File: src/hw/glb_cfg.svh
`ifndef GLB_CFG_SVH
`define GLB_CFG_SVH

// AXI-Lite and configuration bus widths
`define GLB_AXI_ADDR_WIDTH 12
`define GLB_DATA_WIDTH 32

// tile group size, also the controller's write wait on the tile path
`define GLB_NUM_TILES 4
`define GLB_REGS_PER_TILE 8

// address map for the tile side, addr[11] set
`define GLB_TILE_ID_LSB 8
`define GLB_REG_IDX_LSB 2

// interrupt register indices at addr[3:2]
`define GLB_INTR_ENABLE_IDX 0
`define GLB_INTR_STATUS_IDX 1

`endif

File: src/hw/glb_cfg_pkg.sv
`include "glb_cfg.svh"

package glb_cfg_pkg;

    // address shared by the AXI-Lite port and both config targets
    typedef logic [`GLB_AXI_ADDR_WIDTH-1:0] cfg_addr_t;

    typedef logic [`GLB_DATA_WIDTH-1:0] cfg_data_t;

    // index of one tile in the group
    typedef logic [$clog2(`GLB_NUM_TILES)-1:0] tile_id_t;

    // standard AXI response encoding
    typedef enum logic [1:0] {
        OKAY   = 2'b00,
        EXOKAY = 2'b01,
        SLVERR = 2'b10,
        DECERR = 2'b11
    } axil_resp_t;

endpackage

File: src/hw/glb_axil_s_ctrl.sv
`include "glb_cfg.svh"

module glb_axil_s_ctrl (
    input  logic                   clk,
    input  logic                   reset,

    // AXI-Lite slave
    input  logic                   awvalid,
    output logic                   awready,
    input  glb_cfg_pkg::cfg_addr_t awaddr,
    input  logic                   wvalid,
    output logic                   wready,
    input  glb_cfg_pkg::cfg_data_t wdata,
    output logic                   bvalid,
    input  logic                   bready,
    output glb_cfg_pkg::axil_resp_t bresp,
    input  logic                   arvalid,
    output logic                   arready,
    input  glb_cfg_pkg::cfg_addr_t araddr,
    output logic                   rvalid,
    input  logic                   rready,
    output glb_cfg_pkg::cfg_data_t rdata,
    output glb_cfg_pkg::axil_resp_t rresp,

    // interrupt register block
    output logic                   intr_wr_en,
    output glb_cfg_pkg::cfg_addr_t intr_wr_addr,
    output glb_cfg_pkg::cfg_data_t intr_wr_data,
    output logic                   intr_rd_en,
    output glb_cfg_pkg::cfg_addr_t intr_rd_addr,
    input  glb_cfg_pkg::cfg_data_t intr_rd_data,
    input  logic                   intr_rd_data_valid,

    // tile configuration pipeline
    output logic                   tile_wr_en,
    output glb_cfg_pkg::cfg_addr_t tile_wr_addr,
    output glb_cfg_pkg::cfg_data_t tile_wr_data,
    output logic                   tile_rd_en,
    output glb_cfg_pkg::cfg_addr_t tile_rd_addr,
    input  glb_cfg_pkg::cfg_data_t tile_rd_data,
    input  logic                   tile_rd_data_valid,

    output logic                   cfg_wr_tile_clk_en,
    output logic                   cfg_wr_intr_clk_en,
    output logic                   cfg_rd_tile_clk_en,
    output logic                   cfg_rd_intr_clk_en
);

    localparam int WAIT_W = $clog2(`GLB_NUM_TILES) + 1;

    typedef enum logic [2:0] {
        WR_IDLE,
        WR_REQ_INTERRUPT,
        WR_REQ_TILE,
        WR_WAIT,
        WR_RESP
    } wr_state_t;

    typedef enum logic [2:0] {
        RD_IDLE,
        RD_REQ_INTERRUPT,
        RD_REQ_TILE,
        RD_WAIT,
        RD_RESP
    } rd_state_t;

    wr_state_t         wr_state;
    rd_state_t         rd_state;
    logic [WAIT_W-1:0] wr_wait_cnt;
    logic              rd_is_tile;
    logic              tile_wr_issue;

    // enables before the half-cycle shift
    logic              wr_tile_clk_en_p;
    logic              wr_intr_clk_en_p;
    logic              rd_tile_clk_en_p;
    logic              rd_intr_clk_en_p;

    // no error responses
    assign bresp = glb_cfg_pkg::OKAY;
    assign rresp = glb_cfg_pkg::OKAY;

    // tile write pulse goes out next cycle, the pipeline takes one request per cycle
    assign tile_wr_issue = (wr_state == WR_REQ_TILE) && wvalid && wready;

    always_ff @(posedge clk or posedge reset) begin
        if (reset) begin
            wr_state <= WR_IDLE;
            wr_wait_cnt <= '0;
            wr_tile_clk_en_p <= 1'b0;
            wr_intr_clk_en_p <= 1'b0;
            awready <= 1'b1;
            wready <= 1'b1;
            bvalid <= 1'b0;
            intr_wr_en <= 1'b0;
            intr_wr_addr <= '0;
            intr_wr_data <= '0;
            tile_wr_en <= 1'b0;
            tile_wr_addr <= '0;
            tile_wr_data <= '0;
        end else begin
            case (wr_state)
                WR_IDLE: begin
                    if (awvalid && awready) begin
                        awready <= 1'b0;
                        // addr[11] picks the target
                        if (awaddr[`GLB_AXI_ADDR_WIDTH-1]) begin
                            wr_state <= WR_REQ_TILE;
                            wr_tile_clk_en_p <= 1'b1;
                            tile_wr_addr <= awaddr;
                        end else begin
                            wr_state <= WR_REQ_INTERRUPT;
                            wr_intr_clk_en_p <= 1'b1;
                            intr_wr_addr <= awaddr;
                        end
                    end
                end
                WR_REQ_INTERRUPT: begin
                    if (wvalid && wready) begin
                        wready <= 1'b0;
                        intr_wr_en <= 1'b1;
                        intr_wr_data <= wdata;
                        wr_wait_cnt <= '0;
                        wr_state <= WR_WAIT;
                    end
                end
                WR_REQ_TILE: begin
                    if (tile_wr_issue) begin
                        wready <= 1'b0;
                        tile_wr_en <= 1'b1;
                        tile_wr_data <= wdata;
                        // let the request reach the last tile
                        wr_wait_cnt <= WAIT_W'(`GLB_NUM_TILES);
                        wr_state <= WR_WAIT;
                    end
                end
                WR_WAIT: begin
                    intr_wr_en <= 1'b0;
                    tile_wr_en <= 1'b0;
                    if (wr_wait_cnt == '0) begin
                        bvalid <= 1'b1;
                        wr_state <= WR_RESP;
                    end else begin
                        wr_wait_cnt <= wr_wait_cnt - 1'b1;
                    end
                end
                WR_RESP: begin
                    if (bvalid && bready) begin
                        bvalid <= 1'b0;
                        awready <= 1'b1;
                        wready <= 1'b1;
                        wr_tile_clk_en_p <= 1'b0;
                        wr_intr_clk_en_p <= 1'b0;
                        wr_state <= WR_IDLE;
                    end
                end
                default: wr_state <= WR_IDLE;
            endcase
        end
    end

    always_ff @(posedge clk or posedge reset) begin
        if (reset) begin
            rd_state <= RD_IDLE;
            rd_is_tile <= 1'b0;
            rd_tile_clk_en_p <= 1'b0;
            rd_intr_clk_en_p <= 1'b0;
            arready <= 1'b1;
            rvalid <= 1'b0;
            rdata <= '0;
            intr_rd_en <= 1'b0;
            intr_rd_addr <= '0;
            tile_rd_en <= 1'b0;
            tile_rd_addr <= '0;
        end else begin
            case (rd_state)
                RD_IDLE: begin
                    if (arvalid && arready) begin
                        arready <= 1'b0;
                        rd_is_tile <= araddr[`GLB_AXI_ADDR_WIDTH-1];
                        if (araddr[`GLB_AXI_ADDR_WIDTH-1]) begin
                            rd_state <= RD_REQ_TILE;
                            rd_tile_clk_en_p <= 1'b1;
                            tile_rd_addr <= araddr;
                        end else begin
                            rd_state <= RD_REQ_INTERRUPT;
                            rd_intr_clk_en_p <= 1'b1;
                            intr_rd_addr <= araddr;
                        end
                    end
                end
                RD_REQ_INTERRUPT: begin
                    intr_rd_en <= 1'b1;
                    rd_state <= RD_WAIT;
                end
                RD_REQ_TILE: begin
                    // hold off one cycle if a tile write enters stage 0
                    if (!tile_wr_issue) begin
                        tile_rd_en <= 1'b1;
                        rd_state <= RD_WAIT;
                    end
                end
                RD_WAIT: begin
                    intr_rd_en <= 1'b0;
                    tile_rd_en <= 1'b0;
                    if (rd_is_tile && tile_rd_data_valid) begin
                        rdata <= tile_rd_data;
                        rvalid <= 1'b1;
                        rd_state <= RD_RESP;
                    end else if (!rd_is_tile && intr_rd_data_valid) begin
                        rdata <= intr_rd_data;
                        rvalid <= 1'b1;
                        rd_state <= RD_RESP;
                    end
                end
                RD_RESP: begin
                    if (rvalid && rready) begin
                        rvalid <= 1'b0;
                        arready <= 1'b1;
                        rd_tile_clk_en_p <= 1'b0;
                        rd_intr_clk_en_p <= 1'b0;
                        rd_state <= RD_IDLE;
                    end
                end
                default: rd_state <= RD_IDLE;
            endcase
        end
    end

    // half-cycle shift onto the falling edge
    always_ff @(negedge clk or posedge reset) begin
        if (reset) begin
            cfg_wr_tile_clk_en <= 1'b0;
            cfg_wr_intr_clk_en <= 1'b0;
            cfg_rd_tile_clk_en <= 1'b0;
            cfg_rd_intr_clk_en <= 1'b0;
        end else begin
            cfg_wr_tile_clk_en <= wr_tile_clk_en_p;
            cfg_wr_intr_clk_en <= wr_intr_clk_en_p;
            cfg_rd_tile_clk_en <= rd_tile_clk_en_p;
            cfg_rd_intr_clk_en <= rd_intr_clk_en_p;
        end
    end

    // response held under back-pressure
    assert property (@(posedge clk) disable iff (reset) bvalid && !bready |=> bvalid);
    assert property (@(posedge clk) disable iff (reset)
        rvalid && !rready |=> rvalid && $stable(rdata));

    // one write target at a time
    assert property (@(posedge clk) disable iff (reset) !(intr_wr_en && tile_wr_en));

endmodule

File: src/hw/glb_cfg_top.sv
`include "glb_cfg.svh"

module glb_cfg_top (
    input  logic                      clk,
    input  logic                      reset,
    input  logic                      awvalid,
    output logic                      awready,
    input  glb_cfg_pkg::cfg_addr_t    awaddr,
    input  logic                      wvalid,
    output logic                      wready,
    input  glb_cfg_pkg::cfg_data_t    wdata,
    output logic                      bvalid,
    input  logic                      bready,
    output glb_cfg_pkg::axil_resp_t   bresp,
    input  logic                      arvalid,
    output logic                      arready,
    input  glb_cfg_pkg::cfg_addr_t    araddr,
    output logic                      rvalid,
    input  logic                      rready,
    output glb_cfg_pkg::cfg_data_t    rdata,
    output glb_cfg_pkg::axil_resp_t   rresp,
    input  logic [`GLB_NUM_TILES-1:0] tile_done,
    output logic                      irq,
    output logic                      cfg_wr_tile_clk_en,
    output logic                      cfg_wr_intr_clk_en,
    output logic                      cfg_rd_tile_clk_en,
    output logic                      cfg_rd_intr_clk_en
);

    logic                   intr_wr_en;
    glb_cfg_pkg::cfg_addr_t intr_wr_addr;
    glb_cfg_pkg::cfg_data_t intr_wr_data;
    logic                   intr_rd_en;
    glb_cfg_pkg::cfg_addr_t intr_rd_addr;
    glb_cfg_pkg::cfg_data_t intr_rd_data;
    logic                   intr_rd_data_valid;

    logic                   tile_wr_en;
    glb_cfg_pkg::cfg_addr_t tile_wr_addr;
    glb_cfg_pkg::cfg_data_t tile_wr_data;
    logic                   tile_rd_en;
    glb_cfg_pkg::cfg_addr_t tile_rd_addr;
    glb_cfg_pkg::cfg_data_t tile_rd_data;
    logic                   tile_rd_data_valid;

    glb_axil_s_ctrl u_ctrl (
        .clk                (clk),
        .reset              (reset),
        .awvalid            (awvalid),
        .awready            (awready),
        .awaddr             (awaddr),
        .wvalid             (wvalid),
        .wready             (wready),
        .wdata              (wdata),
        .bvalid             (bvalid),
        .bready             (bready),
        .bresp              (bresp),
        .arvalid            (arvalid),
        .arready            (arready),
        .araddr             (araddr),
        .rvalid             (rvalid),
        .rready             (rready),
        .rdata              (rdata),
        .rresp              (rresp),
        .intr_wr_en         (intr_wr_en),
        .intr_wr_addr       (intr_wr_addr),
        .intr_wr_data       (intr_wr_data),
        .intr_rd_en         (intr_rd_en),
        .intr_rd_addr       (intr_rd_addr),
        .intr_rd_data       (intr_rd_data),
        .intr_rd_data_valid (intr_rd_data_valid),
        .tile_wr_en         (tile_wr_en),
        .tile_wr_addr       (tile_wr_addr),
        .tile_wr_data       (tile_wr_data),
        .tile_rd_en         (tile_rd_en),
        .tile_rd_addr       (tile_rd_addr),
        .tile_rd_data       (tile_rd_data),
        .tile_rd_data_valid (tile_rd_data_valid),
        .cfg_wr_tile_clk_en (cfg_wr_tile_clk_en),
        .cfg_wr_intr_clk_en (cfg_wr_intr_clk_en),
        .cfg_rd_tile_clk_en (cfg_rd_tile_clk_en),
        .cfg_rd_intr_clk_en (cfg_rd_intr_clk_en)
    );

    glb_interrupt_regs u_intr (
        .clk           (clk),
        .reset         (reset),
        .wr_en         (intr_wr_en),
        .wr_addr       (intr_wr_addr),
        .wr_data       (intr_wr_data),
        .rd_en         (intr_rd_en),
        .rd_addr       (intr_rd_addr),
        .tile_done     (tile_done),
        .rd_data       (intr_rd_data),
        .rd_data_valid (intr_rd_data_valid),
        .irq           (irq)
    );

    glb_tile_cfg_pipe u_tile (
        .clk           (clk),
        .reset         (reset),
        .wr_en         (tile_wr_en),
        .wr_addr       (tile_wr_addr),
        .wr_data       (tile_wr_data),
        .rd_en         (tile_rd_en),
        .rd_addr       (tile_rd_addr),
        .rd_data       (tile_rd_data),
        .rd_data_valid (tile_rd_data_valid)
    );

endmodule

File: src/hw/glb_interrupt_regs.sv
`include "glb_cfg.svh"

module glb_interrupt_regs (
    input  logic                       clk,
    input  logic                       reset,
    input  logic                       wr_en,
    input  glb_cfg_pkg::cfg_addr_t     wr_addr,
    input  glb_cfg_pkg::cfg_data_t     wr_data,
    input  logic                       rd_en,
    input  glb_cfg_pkg::cfg_addr_t     rd_addr,
    input  logic [`GLB_NUM_TILES-1:0]  tile_done,
    output glb_cfg_pkg::cfg_data_t     rd_data,
    output logic                       rd_data_valid,
    output logic                       irq
);

    localparam int NUM_TILES = `GLB_NUM_TILES;

    logic [NUM_TILES-1:0] intr_enable;
    logic [NUM_TILES-1:0] intr_status;
    logic [NUM_TILES-1:0] status_clr;
    logic [1:0]           wr_idx;
    logic [1:0]           rd_idx;

    assign wr_idx = wr_addr[`GLB_REG_IDX_LSB +: 2];
    assign rd_idx = rd_addr[`GLB_REG_IDX_LSB +: 2];

    // write 1 to clear
    assign status_clr = (wr_en && wr_idx == 2'(`GLB_INTR_STATUS_IDX)) ?
                        wr_data[NUM_TILES-1:0] : '0;

    always_ff @(posedge clk or posedge reset) begin
        if (reset) begin
            intr_enable <= '0;
            intr_status <= '0;
            irq <= 1'b0;
            rd_data <= '0;
            rd_data_valid <= 1'b0;
        end else begin
            if (wr_en && wr_idx == 2'(`GLB_INTR_ENABLE_IDX)) begin
                intr_enable <= wr_data[NUM_TILES-1:0];
            end
            // a done pulse wins over a clear in the same cycle
            intr_status <= (intr_status & ~status_clr) | tile_done;
            irq <= |(intr_status & intr_enable);

            rd_data_valid <= rd_en;
            if (rd_en) begin
                case (rd_idx)
                    2'(`GLB_INTR_ENABLE_IDX): rd_data <= glb_cfg_pkg::cfg_data_t'(intr_enable);
                    2'(`GLB_INTR_STATUS_IDX): rd_data <= glb_cfg_pkg::cfg_data_t'(intr_status);
                    default:                  rd_data <= '0;
                endcase
            end
        end
    end

    // one single-cycle read request at a time from the controller
    assert property (@(posedge clk) disable iff (reset) rd_en |=> !rd_en);

endmodule

File: src/hw/glb_tile_cfg_pipe.sv
`include "glb_cfg.svh"

module glb_tile_cfg_pipe (
    input  logic                   clk,
    input  logic                   reset,
    input  logic                   wr_en,
    input  glb_cfg_pkg::cfg_addr_t wr_addr,
    input  glb_cfg_pkg::cfg_data_t wr_data,
    input  logic                   rd_en,
    input  glb_cfg_pkg::cfg_addr_t rd_addr,
    output glb_cfg_pkg::cfg_data_t rd_data,
    output logic                   rd_data_valid
);

    localparam int NUM_TILES = `GLB_NUM_TILES;
    localparam int TILE_W = $clog2(`GLB_NUM_TILES);
    localparam int IDX_W = $clog2(`GLB_REGS_PER_TILE);

    glb_cfg_pkg::cfg_addr_t req_addr;
    logic                   req_hit;

    // request stages, stage k sits at tile k
    logic [NUM_TILES-1:0]   s_valid;
    logic [NUM_TILES-1:0]   s_write;
    logic [NUM_TILES-1:0]   s_hit;
    logic [NUM_TILES-1:0]   s_match;
    glb_cfg_pkg::tile_id_t  s_tile [NUM_TILES];
    logic [IDX_W-1:0]       s_idx [NUM_TILES];
    glb_cfg_pkg::cfg_data_t s_data [NUM_TILES];

    // read return, one stage behind the request
    logic [NUM_TILES-1:0]   ret_valid;
    glb_cfg_pkg::cfg_data_t ret_data [NUM_TILES];

    glb_cfg_pkg::cfg_data_t regs [NUM_TILES][`GLB_REGS_PER_TILE];

    assign req_addr = wr_en ? wr_addr : rd_addr;
    // tile ids past the group are unmapped
    assign req_hit = req_addr[`GLB_AXI_ADDR_WIDTH-2:`GLB_TILE_ID_LSB] < NUM_TILES;

    always_comb begin
        for (int k = 0; k < NUM_TILES; k++) begin
            s_match[k] = s_hit[k] && (s_tile[k] == glb_cfg_pkg::tile_id_t'(k));
        end
    end

    always_ff @(posedge clk or posedge reset) begin
        if (reset) begin
            s_valid <= '0;
            s_write <= '0;
            ret_valid <= '0;
        end else begin
            s_valid[0] <= wr_en | rd_en;
            s_write[0] <= wr_en;
            ret_valid[0] <= s_valid[0] & ~s_write[0];
            for (int k = 1; k < NUM_TILES; k++) begin
                s_valid[k] <= s_valid[k-1];
                s_write[k] <= s_write[k-1];
                ret_valid[k] <= s_valid[k] & ~s_write[k];
            end
        end
    end

    always_ff @(posedge clk) begin
        s_hit[0] <= req_hit;
        s_tile[0] <= req_addr[`GLB_TILE_ID_LSB +: TILE_W];
        s_idx[0] <= req_addr[`GLB_REG_IDX_LSB +: IDX_W];
        s_data[0] <= wr_data;
        for (int k = 1; k < NUM_TILES; k++) begin
            s_hit[k] <= s_hit[k-1];
            s_tile[k] <= s_tile[k-1];
            s_idx[k] <= s_idx[k-1];
            s_data[k] <= s_data[k-1];
        end

        for (int k = 0; k < NUM_TILES; k++) begin
            if (s_valid[k] && s_write[k] && s_match[k]) begin
                regs[k][s_idx[k]] <= s_data[k];
            end
        end

        // owning tile drops its word in, everyone else passes it on
        ret_data[0] <= s_match[0] ? regs[0][s_idx[0]] : '0;
        for (int k = 1; k < NUM_TILES; k++) begin
            ret_data[k] <= s_match[k] ? regs[k][s_idx[k]] : ret_data[k-1];
        end
    end

    assign rd_data = ret_data[NUM_TILES-1];
    assign rd_data_valid = ret_valid[NUM_TILES-1];

    // stage 0 takes a single request, the controller keeps reads and writes apart
    assert property (@(posedge clk) disable iff (reset) !(wr_en && rd_en));

endmodule

File: config.mk
export PLATFORM = sky130hd
export DESIGN_NAME = glb_cfg_top
export DESIGN_NICKNAME = d
export VERILOG_FILES = /design/src/hw/glb_cfg_pkg.sv /design/src/hw/glb_axil_s_ctrl.sv /design/src/hw/glb_cfg_top.sv /design/src/hw/glb_interrupt_regs.sv /design/src/hw/glb_tile_cfg_pipe.sv
export VERILOG_INCLUDE_DIRS = /design/src /design/src/hw
export SDC_FILE = /design/constraint.sdc
export NUM_CORES = 1
export LEC_CHECK = 0
export BUFFER_PORTS_ARGS = -buffer_cell sky130_fd_sc_hd__clkbuf_2
export CORE_MARGIN = 3
export CORE_UTILIZATION = 40
export CTS_CLUSTER_DIAMETER = 120
export CTS_CLUSTER_SIZE = 20
export DETAILED_ROUTE_END_ITERATION = 10
export PLACE_DENSITY = 0.59
export SYNTH_ARGS = -nofsm -noshare
export SYNTH_HDL_FRONTEND = slang
export SYNTH_SLANG_ARGS = --single-unit
export TNS_END_PERCENT = 50
File: constraint.sdc
create_clock -name clk -period 3.9 [get_ports clk]
set_clock_uncertainty 0.1 [all_clocks]
set_input_delay 0.39 -clock clk [delete_from_list [all_inputs] [get_ports clk]]
set_output_delay 0.39 -clock clk [all_outputs]
set_load 0.1 [all_outputs]
== After elaboration in Yosys (flattened, before gate mapping) ==
Memory sizes are Yosys's and may differ from the RTL's.
Cells that the tools add are included.

* Register bits after elaboration: 183
* RAM bits: 1300
* Input port bits: 67
* Output and inout bits: 46
* Memories kept: 5

{| class="wikitable"
|+ Memory list
! memory !! words !! bits a word !! rd ports !! clocked after Yosys merged registers in !! write ports !! line !! text
|-
| u_tile.regs || 4 || 256 || 4 || 0 || 4 || glb_tile_cfg_pipe.sv:35 || <nowiki>glb_cfg_pkg::cfg_data_t regs [NUM_TILES][`GLB_REGS_PER_TILE];</nowiki>
|-
| u_tile.ret_data || 4 || 32 || 4 || 0 || 4 || glb_tile_cfg_pipe.sv:33 || <nowiki>glb_cfg_pkg::cfg_data_t ret_data [NUM_TILES];</nowiki>
|-
| u_tile.s_data || 4 || 32 || 4 || 0 || 4 || glb_tile_cfg_pipe.sv:29 || <nowiki>glb_cfg_pkg::cfg_data_t s_data [NUM_TILES];</nowiki>
|-
| u_tile.s_idx || 4 || 3 || 4 || 0 || 4 || glb_tile_cfg_pipe.sv:28 || <nowiki>logic [IDX_W-1:0] s_idx [NUM_TILES];</nowiki>
|-
| u_tile.s_tile || 4 || 2 || 4 || 0 || 4 || glb_tile_cfg_pipe.sv:27 || <nowiki>glb_cfg_pkg::tile_id_t s_tile [NUM_TILES];</nowiki>
|}

* Add/sub/neg operators: 1
* Order comparisons: 9
* Equal/unequal tests: 27
* Muxes and demuxes: 90
* Bitwise operators: 19
* Reductions and logical operators: 69

{| class="wikitable"
|+ Operator list
! cell !! count
|-
| $mux 256 || 4
|-
| $mux 32 || 18
|-
| $bmux 32 s3 || 4
|-
| $demux 32 s3 || 4
|-
| $mux 3 || 13
|-
| $pmux 3 s5 || 2
|-
| $reduce_and 4->1 || 7
|-
| $logic_and 1x1->1 || 27
|-
| $mux 1 || 26
|-
| $pmux 1 s2 || 12
|-
| $reduce_and 3->1 || 8
|-
| $reduce_bool 2->1 || 9
|-
| $ge 4x4->1 const B || 4
|-
| $lt 4x1->1 const B || 4
|-
| $not 3->4 || 4
|-
| $ne 2x1->1 const B || 7
|-
| $reduce_and 2->1 || 7
|-
| $eq 3x2->1 const B || 4
|-
| $ne 2x2->1 const B || 6
|-
| $mux 11 || 1
|-
| $logic_not 3->1 || 3
|-
| $pmux 3 s3 || 1
|-
| $and 4x4->4 || 2
|-
| $pmux 4 s2 || 1
|-
| other kinds (20) || 37
|}

== Logic depth before layout (Yosys ltp) ==
An unclocked memory read counts as a cell.

* Depth after elaboration: 7
* Depth in mapped cells: 7
* Depth with buffers taken out: 6

== Cells and area by module ==
From an unflattened synthesis, not the netlist that was laid out.

* Cell total of the unflattened synthesis: 2967
* Area total of the unflattened synthesis: 53948.0 µm²

{| class="wikitable"
|+ By module, submodules not included
! module !! times used !! cells each !! area an instance (µm²) !! seq. area each (µm²)
|-
| glb_tile_cfg_pipe || 1 || 2385 || 46174.3 || 36580.1
|-
| glb_axil_s_ctrl || 1 || 503 || 6966.7 || 4232.8
|-
| glb_interrupt_regs || 1 || 79 || 807.0 || 350.3
|}

==> run metrics <==
PwrDens 444 nW/um^2; nets 2831; worst path required time 3.41 ns; core area 126000 um^2; synthesized area per cell 19.7 um^2; Post-Place Cell Area 53300 um^2; Synth area leaders edfxtp_1 (61%), dfxtp_1 (11%), mux4_2 (8.7%); Post CTS Setup Buffer Count 0; status completed; peak supply drop 0.000354 V; port buffer count 98; Worst path depth 1; first-pass GRT wire length 157 mm; placed cell count 4273; final wirelength 103 mm; initial drt markers 1964; Setup WS pre-CTS 0.615 ns; Die Wd 362 um; CTS tree yes; CP delay by family, top flip-flops; Synth Register Bits 1438; Overall Global Routing Usage 15.8%; Setup TNS 0 ns; Critical Path Start Type flop; WS Path Type flop to primary output; Clock Path Buffers 3; worst path cell trace clkbuf_4; DRC 0; maxcap violations 0; R2R cell count 3; worst setup margin 0.106 ns; fill cell count 10602; fin area 56300 um^2; Synth-to-Final Area Change 10.9%; Initial Util 40.4%; CTS root buf clkbuf_16; Slowest-stage cell, CP dfrtn_1; clk slew on worst S/H paths 0.08 ns; Lkg Pwr 20.9 nW; Inserted Clock Buffers 81; post-synth top area share 60.6%; Storage cell area 39700 um^2; vias post-DR 23394; crit end category primary output; max incr delay on CP 0.41 ns; HP Class input pin to asynchronous set/reset pin; vias in the first global route 24323; number of distinct library cells after synthesis 71; leading area contributor after synthesis edfxtp_1; share of cells above drive strength 1 21.7%; commonest non-fill, non-tap cell in the layout edfxtp_1; ys flop type edfxtp_1; Worst-Margin Slew 0.969 ns; clock latency on the worst-skew pair 0.65 ns; Buf/Inv on CP 1; antenna violations before repair 3; fin util 44.8%; GPL Wtd Cong 0.768; Synth Warn # 0; DRT Pass-1 Iters 6; H-tree depth 3; Final Setup Violations 0; Syn Std Cell Area 50700 um^2; post-synthesis sequential area ratio 78.3%; Post-synth EDFFs 1024; die area 131000 um^2; Worst slew margin 35.4%; Clock Sink Count 1438; Routed Antenna Nets 0; Hold WS 0.188 ns; Synth async-reset ratio 9.32%; fin cells 4482; final-report hold violation count 0; Via density 5.22; wire per inst 23.0 um; most frequent cells in the layout edfxtp_1 (1024), dfxtp_1 (268), mux4_2 (196), mux2i_1 (158), dfrtp_1 (127); total chip power 25.0 mW; Final Slew Violations 0; die height 362 um; IO Count 113; Detail Placement HPWL 63.8 mm; total gr overflow 0; row count 130; worst-path fanout max 1; cells after synthesis 2581; largest net degree at the start of global routing 65; Worst EP arrival 3.30 ns; area of the multi-input gates 10400 um^2; RSZ-0062 raised after global routing no
==> area by class of cell <==
type                    count  area share, %
diodes                      1        0.00445
clock buffers             147           4.14
clock inverters             5          0.124
inverters                  13         0.0934
multi-input cells        1001           18.5
flip-flops and latches   1438           70.6
well taps                1650           3.67
repair buffers            227           2.90
==> worst paths after layout <==
check	from	to	slack (ns)
worst min register to register	u_tile.s_tile[0][0]$_DFF_P_	u_tile.s_tile[1][0]$_DFF_P_	0.25
worst min-delay path	reset	u_tile.s_valid[1]$_DFF_PP0_	0.19
min in group clk	u_tile.s_tile[0][0]$_DFF_P_	u_tile.s_tile[1][0]$_DFF_P_	0.25
worst max-delay path	u_ctrl.cfg_wr_intr_clk_en$_DFF_NP0_	cfg_wr_intr_clk_en	0.11
max in group asynchronous	reset	u_ctrl.cfg_rd_tile_clk_en$_DFF_NP0_	1.34
worst max register to register	u_tile.s_idx[0][0]$_DFF_P_	u_tile.regs[0][24]$_DFFE_PP_	1.10
==> synth_stat cells, drive strengths merged (12+ instances only) <==
cell and instances:
a21oi 40, a221oi 27, a22o 43, a22oi 15
buf 86, clkbuf 46, dfrtp 127, dfxtp 280
edfxtp 1024, inv 13, mux2 91, mux2i 158
mux4 196, nand2 114, nand2b 12, nor2 83
o21ai 84
==> timing repair <==
action | 4_1_cts | 5_1_grt
resized for setup | 4 | 0
endpoints found under the setup margin | 4 | 0
hold buffers | 56 | 0
hold endpoints to repair | 81 | 0
==> flip-flops by register name, summed over array words and instances (netlist names), 6 cells and up <==
signal,flops
u_tile.ret_data,128
u_tile.s_data,128
u_tile.s_tile,8
u_tile.regs,1024
u_ctrl.tile_wr_data,32
u_ctrl.tile_rd_addr,6
u_ctrl.tile_wr_addr,6
u_tile.s_idx,12
u_ctrl.rdata,32
==> cell families (layout without fill, tap and decap cells) <==
group | Yosys count | in the layout | synth area share, %
compound gates | 282 | 282 | 3.78
flops | 1438 | 1438 | 78.3
mux | 445 | 445 | 13.9
fa+ha+maj | 3 | 3 | 0.0690
simple gates | 267 | 267 | 2.37
buf+inv | 145 | 392 | 1.60
other cells | 1 | 5 | 0.00739
==> power by group <==
group	internal (mW)	switching, mW
clock network	4.09	4.66
logic	0.0588	0.0690
registers	16.1	0.0000000000000000810
total	20.3	4.72
==> routing by layer <==
layer,global-route usage [%],up-vias,wire (um)
met1,22.3,12250,45500
met3,2.00,124,4710
met4,3.79,0,1850
li1,-,10493,-
met2,26.2,527,51200
met5,0,-,0
(Power assumes the default switching activity.)
